`config.mk`:
```
export PLATFORM = sky130hd
export DESIGN_NAME = inc_cluster
export DESIGN_NICKNAME = d
export VERILOG_FILES = /design/src/verilog/inc_pkg.sv /design/src/verilog/inc_cluster.sv /design/src/verilog/inc_collect.sv /design/src/verilog/inc_dispatch.sv /design/src/verilog/inc_lane.sv /design/src/verilog/inc_lookahead.sv /design/src/verilog/credit_fifo.sv
export SDC_FILE = /design/constraint.sdc
export NUM_CORES = 1
export LEC_CHECK = 0
export ABC_AREA = 0
export BUFFER_PORTS_ARGS = -buffer_cell sky130_fd_sc_hd__buf_2
export CORE_ASPECT_RATIO = 0.5
export CORE_MARGIN = 10
export CORE_UTILIZATION = 56
export DETAILED_ROUTE_END_ITERATION = 6
export GPL_TIMING_DRIVEN = 0
export MAX_ROUTING_LAYER = met4
export PLACE_DENSITY = 0.76
export SYNTH_ARGS = -nofsm -noshare
export SYNTH_HDL_FRONTEND = slang
export SYNTH_SLANG_ARGS = --single-unit
```
`constraint.sdc`:
```
create_clock -name clk -period 4.6 [get_ports clk]
set_clock_uncertainty 0.05 [all_clocks]
set_input_delay 0.46 -clock clk [delete_from_list [all_inputs] [get_ports clk]]
set_output_delay 0.46 -clock clk [all_outputs]
set_load 0.03 [all_outputs]
```
`src/verilog/inc_pkg.sv`:
```
/*
  Shared widths, depths and payload structs of the increment cluster
  Each queue depth doubles as the initial credit count of its producer
  Credit counter widths are derived from the depths they must hold
*/
package inc_pkg;

	// ----------------------------------------
	// Datapath widths
	// ----------------------------------------

	// Operand and result width
	localparam int data_w = 32;

	// Tag that travels with each operation
	localparam int tag_w = 4;

	// Levels of the prefix AND tree as log2 of the operand width
	localparam int la_levels = $clog2(data_w);

	// ----------------------------------------
	// Lane count, queue depths and credits
	// ----------------------------------------

	localparam int num_lanes = 4;

	// Round-robin pointer width
	localparam int lane_w = $clog2(num_lanes);

	// Input queue depth and the upstream credits after reset
	localparam int in_depth = 4;

	// Result queue depth and initial credits of each lane
	localparam int lane_depth = 2;

	// Downstream credits held by the collector after reset
	localparam int out_credits = 4;

	// Counters must reach the full initial credit value
	localparam int lane_cnt_w = $clog2(lane_depth + 1);
	localparam int out_cnt_w = $clog2(out_credits + 1);

	// ----------------------------------------
	// Payload types
	// ----------------------------------------

	// One INC operation as it enters the cluster
	typedef struct packed {
		logic [tag_w-1:0] tag;
		logic [data_w-1:0] a;
		logic cf_in;
	} inc_op_t;

	// Arithmetic flags written by INC
	typedef struct packed {
		logic of;
		logic sf;
		logic zf;
		logic af;
		logic pf;
		logic cf;
	} inc_flags_t;

	// Finished result of one lane
	typedef struct packed {
		logic [tag_w-1:0] tag;
		logic [data_w-1:0] sum;
		logic carry_out;
		inc_flags_t flags;
	} inc_res_t;

endpackage
```
`src/verilog/inc_cluster.sv`:
```
/*
  Top level of the INC cluster
  Upstream may send only while it holds a credit, in_depth after reset
  Downstream grants out_credits after reset, one pulse per freed slot
  Results leave in the order operations were accepted
*/
module inc_cluster
	import inc_pkg::*;
(
	input logic clk,
	input logic reset,
	input logic in_valid,
	input inc_op_t in_op,
	output logic in_credit,
	input logic out_credit,
	output logic out_valid,
	output inc_res_t out_res
);

	// Input queue to dispatcher
	inc_op_t in_head;
	logic in_not_empty;
	logic in_pop;

	// Dispatcher to lanes
	logic [num_lanes-1:0] lane_valid;
	inc_op_t lane_op;

	// Lanes to collector, pops return as lane credits
	inc_res_t lane_head [num_lanes];
	logic [num_lanes-1:0] lane_not_empty;
	logic [num_lanes-1:0] lane_pop;

	// ----------------------------------------
	// Input queue
	// ----------------------------------------
	credit_fifo #(
		.payload_t(inc_op_t),
		.depth(in_depth)
	) u_in_fifo (
		.clk(clk),
		.reset(reset),
		.push(in_valid),
		.push_data(in_op),
		.pop(in_pop),
		.head(in_head),
		.not_empty(in_not_empty),
		.credit(in_credit)
	);

	inc_dispatch u_dispatch (
		.clk(clk),
		.reset(reset),
		.head(in_head),
		.not_empty(in_not_empty),
		.pop(in_pop),
		.lane_credit(lane_pop),
		.lane_valid(lane_valid),
		.lane_op(lane_op)
	);

	// ----------------------------------------
	// Lanes
	// ----------------------------------------
	genvar g;
	generate
		for (g = 0; g < num_lanes; g = g + 1)
		begin : g_lane
			inc_lane u_lane (
				.clk(clk),
				.reset(reset),
				.op_valid(lane_valid[g]),
				.op(lane_op),
				.pop(lane_pop[g]),
				.head(lane_head[g]),
				.not_empty(lane_not_empty[g])
			);
		end
	endgenerate

	inc_collect u_collect (
		.clk(clk),
		.reset(reset),
		.lane_head(lane_head),
		.lane_not_empty(lane_not_empty),
		.lane_pop(lane_pop),
		.out_credit(out_credit),
		.out_valid(out_valid),
		.out_res(out_res)
	);

endmodule

```
`src/verilog/inc_collect.sv`:
```
/*
  In-order drain of the lane queues to the registered output
  Pointer order matches the dispatcher, so results keep issue order
  A downstream credit is spent at the pop, out_valid follows a cycle later
  lane_pop doubles as the lane credit back to the dispatcher
*/
module inc_collect
	import inc_pkg::*;
(
	input logic clk,
	input logic reset,
	input inc_res_t lane_head [num_lanes],
	input logic [num_lanes-1:0] lane_not_empty,
	output logic [num_lanes-1:0] lane_pop,
	input logic out_credit,
	output logic out_valid,
	output inc_res_t out_res
);

	// Lane holding the oldest result
	logic [lane_w-1:0] ptr;

	// Downstream credits still free
	logic [out_cnt_w-1:0] cnt;

	// Drain this cycle
	logic fire;

	// ----------------------------------------
	// Drain decision
	// ----------------------------------------
	assign fire = lane_not_empty[ptr] && (cnt != '0);

	always_comb
	begin
		for (int i = 0; i < num_lanes; i++)
		begin
			lane_pop[i] = fire && (ptr == lane_w'(i));
		end
	end

	// ----------------------------------------
	// Pointer and credit counter
	// ----------------------------------------
	always_ff @(posedge clk)
	begin
		if (reset)
		begin
			ptr <= '0;
			cnt <= out_cnt_w'(out_credits);
			out_valid <= 1'b0;
		end
		else
		begin
			if (fire)
			begin
				ptr <= (ptr == lane_w'(num_lanes - 1)) ? '0 : ptr + lane_w'(1);
			end
			// Spend on drain, return on sink pulse
			if (fire && !out_credit)
			begin
				cnt <= cnt - out_cnt_w'(1);
			end
			else if (out_credit && !fire)
			begin
				cnt <= cnt + out_cnt_w'(1);
			end
			out_valid <= fire;
		end
	end

	// ----------------------------------------
	// Output register
	// ----------------------------------------

	// Payload holds between results
	always_ff @(posedge clk)
	begin
		if (fire)
		begin
			out_res <= lane_head[ptr];
		end
	end

endmodule

```
`src/verilog/inc_dispatch.sv`:
```
/*
  Strict round-robin issue from the input queue to the lanes
  Issue waits on the lane at the pointer, other lanes are never tried
  One credit counter per lane, loaded with the lane queue depth
  lane_op is a shared bus qualified by lane_valid
*/
module inc_dispatch
	import inc_pkg::*;
(
	input logic clk,
	input logic reset,
	input inc_op_t head,
	input logic not_empty,
	output logic pop,
	input logic [num_lanes-1:0] lane_credit,
	output logic [num_lanes-1:0] lane_valid,
	output inc_op_t lane_op
);

	// Lane that takes the next operation
	logic [lane_w-1:0] ptr;

	// Free result slots per lane
	logic [lane_cnt_w-1:0] cnt [num_lanes];

	// Issue this cycle
	logic fire;

	// ----------------------------------------
	// Issue decision
	// ----------------------------------------
	assign fire = not_empty && (cnt[ptr] != '0);
	assign pop = fire;
	assign lane_op = head;

	// Only the lane at the pointer sees a valid
	always_comb
	begin
		for (int i = 0; i < num_lanes; i++)
		begin
			lane_valid[i] = fire && (ptr == lane_w'(i));
		end
	end

	// ----------------------------------------
	// Pointer
	// ----------------------------------------
	always_ff @(posedge clk)
	begin
		if (reset)
		begin
			ptr <= '0;
		end
		else if (fire)
		begin
			ptr <= (ptr == lane_w'(num_lanes - 1)) ? '0 : ptr + lane_w'(1);
		end
	end

	// ----------------------------------------
	// Per-lane credit counters
	// ----------------------------------------
	always_ff @(posedge clk)
	begin
		if (reset)
		begin
			for (int i = 0; i < num_lanes; i++)
			begin
				cnt[i] <= lane_cnt_w'(lane_depth);
			end
		end
		else
		begin
			// Spend on issue, return on collector pop
			for (int i = 0; i < num_lanes; i++)
			begin
				if (lane_valid[i] && !lane_credit[i])
				begin
					cnt[i] <= cnt[i] - lane_cnt_w'(1);
				end
				else if (lane_credit[i] && !lane_valid[i])
				begin
					cnt[i] <= cnt[i] + lane_cnt_w'(1);
				end
			end
		end
	end

endmodule

```
`src/verilog/inc_lane.sv`:
```
/*
  One INC lane, operation register, sum and flags, result queue
  The lane never refuses work, the dispatcher holds its credits
  A result is pushed one cycle after the operation is registered
  CF is passed through from the operation, INC does not write it
*/
module inc_lane
	import inc_pkg::*;
(
	input logic clk,
	input logic reset,
	input logic op_valid,
	input inc_op_t op,
	input logic pop,
	output inc_res_t head,
	output logic not_empty
);

	// Registered operation and its valid bit
	logic op_vld;
	inc_op_t op_q;

	// Lookahead carries and sum
	logic [data_w-1:0] ones;
	logic [data_w-1:0] sum;

	// Result going into the queue
	inc_res_t res;

	// ----------------------------------------
	// Operation register
	// ----------------------------------------
	always_ff @(posedge clk)
	begin
		if (reset)
		begin
			op_vld <= 1'b0;
		end
		else
		begin
			op_vld <= op_valid;
		end
	end

	// Payload only loads on a valid operation
	always_ff @(posedge clk)
	begin
		if (op_valid)
		begin
			op_q <= op;
		end
	end

	// ----------------------------------------
	// Sum and flags
	// ----------------------------------------
	inc_lookahead u_lookahead (
		.a(op_q.a),
		.all_ones_below(ones)
	);

	// Bit 0 always flips, higher bits flip when all bits below are one
	assign sum = op_q.a ^ {ones[data_w-2:0], 1'b1};

	always_comb
	begin
		res.tag = op_q.tag;
		res.sum = sum;
		// Carry out only when the whole operand is ones
		res.carry_out = ones[data_w-1];
		// Signed overflow only from the largest positive value
		res.flags.of = ones[data_w-2] & ~op_q.a[data_w-1];
		res.flags.sf = sum[data_w-1];
		res.flags.zf = ~|sum;
		// Carry out of the low nibble
		res.flags.af = ones[3];
		// Even parity of the low byte
		res.flags.pf = ~^sum[7:0];
		res.flags.cf = op_q.cf_in;
	end

	// ----------------------------------------
	// Result queue
	// ----------------------------------------

	// Its credit pulse is not needed here, lane pops return credits directly
	credit_fifo #(
		.payload_t(inc_res_t),
		.depth(lane_depth)
	) u_res_fifo (
		.clk(clk),
		.reset(reset),
		.push(op_vld),
		.push_data(res),
		.pop(pop),
		.head(head),
		.not_empty(not_empty),
		.credit()
	);

endmodule

```
`src/verilog/inc_lookahead.sv`:
```
/*
  Carry lookahead for an increment by one
  Parallel-prefix AND tree with Kogge-Stone spans of 1, 2, 4 and so on
  Bit i of the output is the carry out of bit i when adding one
  Pure combinational, depth is log2 of the operand width
*/
module inc_lookahead
	import inc_pkg::*;
(
	input logic [data_w-1:0] a,
	output logic [data_w-1:0] all_ones_below
);

	// Row l holds the AND over a window of 2**l bits ending at each bit
	// Row 0 is the operand itself
	logic [la_levels:0][data_w-1:0] stage;

	assign stage[0] = a;

	// ----------------------------------------
	// Prefix levels
	// ----------------------------------------
	genvar l;
	generate
		for (l = 0; l < la_levels; l = l + 1)
		begin : g_level
			// Each bit combines with the bit one span below it
			// Bits under the span have no partner and pass through
			// so ones are shifted in at the bottom
			assign stage[l+1] = stage[l] &
				{stage[l][data_w-1-(1<<l):0], {(1 << l){1'b1}}};
		end
	endgenerate

	// ----------------------------------------
	// Output
	// ----------------------------------------

	// After the last level every window reaches down to bit 0
	assign all_ones_below = stage[la_levels];

endmodule

```
`src/verilog/credit_fifo.sv`:
```
/*
  Small synchronous FIFO for any packed payload type
  Overflow and underflow are not checked, the credit scheme prevents both
  The credit output pulses one cycle after each pop
  Depth need not be a power of two
*/
module credit_fifo #(
	parameter type payload_t = logic,
	parameter int depth = 2
) (
	input logic clk,
	input logic reset,
	input logic push,
	input payload_t push_data,
	input logic pop,
	output payload_t head,
	output logic not_empty,
	output logic credit
);

	// Pointer and occupancy widths, pointer kept at least one bit wide
	localparam int ptr_w = (depth > 1) ? $clog2(depth) : 1;
	localparam int cnt_w = $clog2(depth + 1);

	// Storage carries no reset, only the pointers and count do
	payload_t mem [depth];
	logic [ptr_w-1:0] wr_ptr;
	logic [ptr_w-1:0] rd_ptr;
	logic [cnt_w-1:0] count;

	// ----------------------------------------
	// Storage write
	// ----------------------------------------
	always_ff @(posedge clk)
	begin
		if (push)
		begin
			mem[wr_ptr] <= push_data;
		end
	end

	// ----------------------------------------
	// Pointers, count and credit pulse
	// ----------------------------------------
	always_ff @(posedge clk)
	begin
		if (reset)
		begin
			wr_ptr <= '0;
			rd_ptr <= '0;
			count <= '0;
			credit <= 1'b0;
		end
		else
		begin
			// Circular wrap at the last entry
			if (push)
			begin
				wr_ptr <= (wr_ptr == ptr_w'(depth - 1)) ? '0 : wr_ptr + ptr_w'(1);
			end
			if (pop)
			begin
				rd_ptr <= (rd_ptr == ptr_w'(depth - 1)) ? '0 : rd_ptr + ptr_w'(1);
			end
			// Simultaneous push and pop leave the count alone
			if (push && !pop)
			begin
				count <= count + cnt_w'(1);
			end
			else if (pop && !push)
			begin
				count <= count - cnt_w'(1);
			end
			// One credit back per freed entry
			credit <= pop;
		end
	end

	// Head is read straight from storage
	assign head = mem[rd_ptr];
	assign not_empty = (count != '0);

endmodule

```
==> metrics.md <==
| Metric | Value |
|---|---|
| Synth Warn # | 0 |
| Vias in the first global route | 16000 |
| Ys async rst share | 0 |
| WP data arrival | 4.75 ns |
| Max-Cap Viols | 0 |
| Die area | 63900 um^2 |
| Relative slew margins | 0.105 |
| Top post-synthesis cells by area | edfxtp_1 (68%), mux4_2 (5.9%), mux2i_1 (5.9%) |
| IO buf count | 85 |
| Critical path fanouts, max | 10 |
| Initial Utilization | 0.572 |
| Fin nets | 2058 |
| VDD IR max | 0.000332 V |
| Fmax | 228 MHz |
| Worst Hold End | u_in_fifo.mem[2][24]$_DFFE_PP_ |
| R2R depth | 11 |
| Endpoints failing setup | 0 |
| Setup ws final | 0.217 ns |
| Cell Area, Placed | 31800 um^2 |
| Die Span X | 347 um |
| Die height | 184 um |
| Final Core Density | 0.646 |
| Prevailing post-synth register cell | edfxtp_1 |
| Largest area contributor in the netlist | edfxtp_1 |
| Yosys reg bits | 726 |
| Kind of critical path | reg2reg |
| CTS Buf Count | 60 |
| Initial antenna violation count | 6 |
| Setup crit start kind | flop |
| Hold crit path type | in2reg |
| RSZ-0062 raised after global routing | no |
| Routed vias/inst | 5.98 |
| Mapped Nets | 1881 |
| Status | complete, no violations |
| Mapped Area | 30000 um^2 |
| H-tree depth | 2 |
| Filler cell count in the final layout | 3556 |
| Yosys top cell area share | 0.682 |
| Worst path max stage delay | 0.66 ns |
| Rows | 59 |
| Final wirelength | 71.6 mm |
| Worst EP required | 4.97 ns |
| Total core area | 52500 um^2 |
| Dpl hpwl | 50.9 mm |
| R2r startpoint | g_lane[3].u_lane.op_q[1]$_DFFE_PP_ |
| Placer congestion estimate | 0.981 |
| Drt pass-1 iters | 5 |
| Final Critical Period | 4.38 ns |
| Total track usage | 0.227 |
| Most Frequent Cell on Critical Path | and3_1 |
| Crit. End Element | flop |
| First-pass GRT wire length | 103 mm |
| Slowest CP cell | nor4_4 |
| WL/cell | 26.2 um |
| R2r setup slk | 0.22 ns |
| DR iter-0 viols | 2032 |
| Pin count of the biggest net entering global routing | 43 |
| DP Worst Slack | 0.0881 ns |
| I/O pins | 86 |
| Endpoint of the worst-slack reg-to-reg timing path | g_lane[3].u_lane.u_res_fifo.mem[0][3]$_DFFE_PP_ |
| Library cells used by synthesis | 63 |
| Drt drc | 0 |
| Setup bufs post-CTS | 0 |
| Max Slew Vio Count | 0 |
| Overflow after GRT | 0 |
| Max Root-Sink Buffers | 3 |
| Clock Latency Late Sink | 0.60 ns |
| Clock Pin Slew Worst Setup and Hold Paths | 0.07 ns |
| CTS tree | done |
| Hold depth | 1 |
| Most frequent cells in the layout | edfxtp_1 (682), mux2i_1 (176), inv_1 (100), xnor2_1 (92), buf_2 (90) |
| Number of flops mapped to enable cells by yosys | 682 |
| Most common cell after layout, fill and taps aside | edfxtp_1 |
| WHS | 0.0244 ns |
| Routed via count | 16300 |
| Avg Inst Size Synth | 16.7 um^2 |
| Ratio of cells with drive above 1 in the final layout | 0.163 |
| Least-Margin Pin Slew | 1.34 ns |
| Hold Vio Cnt, Final | 0 |
| Detail Route Antenna Nets | 0 |
| Hold_sp | in_op[24] |
| Pwr dens | 601 nW/um^2 |
| Seq/Total Area, Yosys | 0.711 |
| Critical Path Start | g_lane[3].u_lane.op_q[1]$_DFFE_PP_ |
| Design area | 33900 um^2 |
| LEAKAGE | 0.0111 uW |
| Sink Count | 726 |
| Cells after Synth | 1795 |
| Final Cycle Share | 0.953 |
| CP cell instances | nand4_1 > nor4_4 > nand2_1 > nor3_1 > and3_1 > ha_1 > and3_1 > nand3_1 > or4_1 > nor4_1 > and4_1 |
| Cell chosen for the clock root | clkbuf_16 |
| Layout area overhead | 12.9% |
[critical path, delay by kind of cell (launching register included)]
kind          cells  cell delay, ns
simple gates     10            3.36
flops             1            0.54
fa+ha+maj         1            0.23
[report_power, final]
| group | internal (uW) | leakage (uW) | total [uW] | switching, uW |
|---|---|---|---|---|
| registers | 8960 | 0.00658 | 9520 | 562 |
| logic | 1990 | 0.00359 | 5610 | 3620 |
| clock network | 2910 | 0.000976 | 5240 | 2330 |
| total | 13900 | 0.0111 | 20400 | 6510 |
[worst max path at each step]
| stage | to | slack, ns | cells past startpoint |
|---|---|---|---|
| 6_report | g_lane[3].u_lane.u_res_fifo.mem[0][3]$_DFFE_PP_ | 0.22 | 11 |
| 5_1_grt | g_lane[3].u_lane.u_res_fifo.mem[1][3]$_DFFE_PP_ | 0.06 | 11 |
| 4_1_cts | g_lane[3].u_lane.u_res_fifo.mem[1][3]$_DFFE_PP_ | 0.08 | 11 |
| 3_5_place_dp | g_lane[3].u_lane.u_res_fifo.mem[0][3]$_DFFE_PP_ | 0.09 | 11 |
| 2_1_floorplan | u_collect.cnt[2]$_SDFFE_PP1P_ | 0.65 | 10 |
| 3_3_place_gp | g_lane[2].u_lane.u_res_fifo.count[1]$_SDFFE_PP0P_ | -1.01 | 8 |
[registers in the layout (all words and copies together), names as in the netlist, 3 cells and up, named ones only]
register	cells
u_collect.out_res	42
g_lane.u_lane.op_q	148
g_lane.u_lane.u_res_fifo.wr_ptr	4
u_dispatch.cnt	8
g_lane.u_lane.u_res_fifo.rd_ptr	4
g_lane.u_lane.u_res_fifo.count	8
g_lane.u_lane.op_vld	4
g_lane.u_lane.u_res_fifo.mem	336
u_collect.cnt	3
u_in_fifo.count	3
u_in_fifo.mem	148
[logic make-up after synthesis]
logic type / share of synthesized area
buffers and inverters: 0.0199
XOR/XNOR: 0.0475
AND/OR/NAND/NOR: 0.0699
adder cells (fa/ha/maj): 0.0192
flip-flops: 0.711
AO/OA/AOI/OAI: 0.0124
multiplexers: 0.120
[Yosys cell counts, types with 3 or more instances]
master,n
nand4_1,29
nor2b_1,5
o21ai_0,15
ha_1,43
a31oi_1,5
nand2b_1,7
mux2i_1,176
buf_1,16
and2_1,15
dfxtp_1,44
xnor2_1,92
buf_2,5
o311ai_0,3
edfxtp_1,682
o22ai_1,3
mux2_2,4
a21oi_1,17
nor2_1,72
nor3b_1,5
and4_1,11
nor4_2,5
nand3_1,49
mux4_2,79
clkbuf_1,32
or4_1,3
or3_1,17
nand2_1,61
xor2_1,71
or2_2,9
inv_1,100
nor3_1,48
and3_1,26
nor4_1,8
[area by class of cell]
| type | instances | area, um^2 | area share |
|---|---|---|---|
| Antenna cell | 4 | 10.0 | 0.000295 |
| Buffer | 55 | 220 | 0.00649 |
| Clock buffer | 70 | 1580 | 0.0466 |
| Clock inverter | 42 | 420 | 0.0124 |
| Inverter | 101 | 379 | 0.0112 |
| Multi-Input combinational cell | 913 | 8140 | 0.240 |
| Sequential cell | 726 | 21400 | 0.630 |
| Tap cell | 701 | 877 | 0.0259 |
| Timing Repair Buffer | 115 | 918 | 0.0271 |
[per-layer routing]
| layer | track usage | vias to the layer above | routed length [um] |
|---|---|---|---|
| met1 | 0.317 | 8218 | 30400 |
| li1 | - | 7205 | - |
| met2 | 0.335 | 787 | 31600 |
| met5 | - | - | 0 |
| met4 | 0.0503 | 0 | 1440 |
| met3 | 0.0603 | 107 | 8180 |
[timing repair]
item | in CTS | in global routing
setup endpoints to repair | 0 | 2
endpoints found under the hold margin | 39 | 0
gates resized for setup | 0 | 1
hold buffers | 13 | 0
[metrics by stage]
step | instances | TNS (ns) | total power (uW)
after floorplan | 1795 | 0 | 13000
after global placement | 2581 | -78.87 | 14900
after detailed placement | 2598 | 0 | 15200
after CTS | 2723 | 0 | 20400
after global routing | 2727 | 0 | 21200
final | 2727 | 0 | 20400
(Power assumes the default switching activity.)
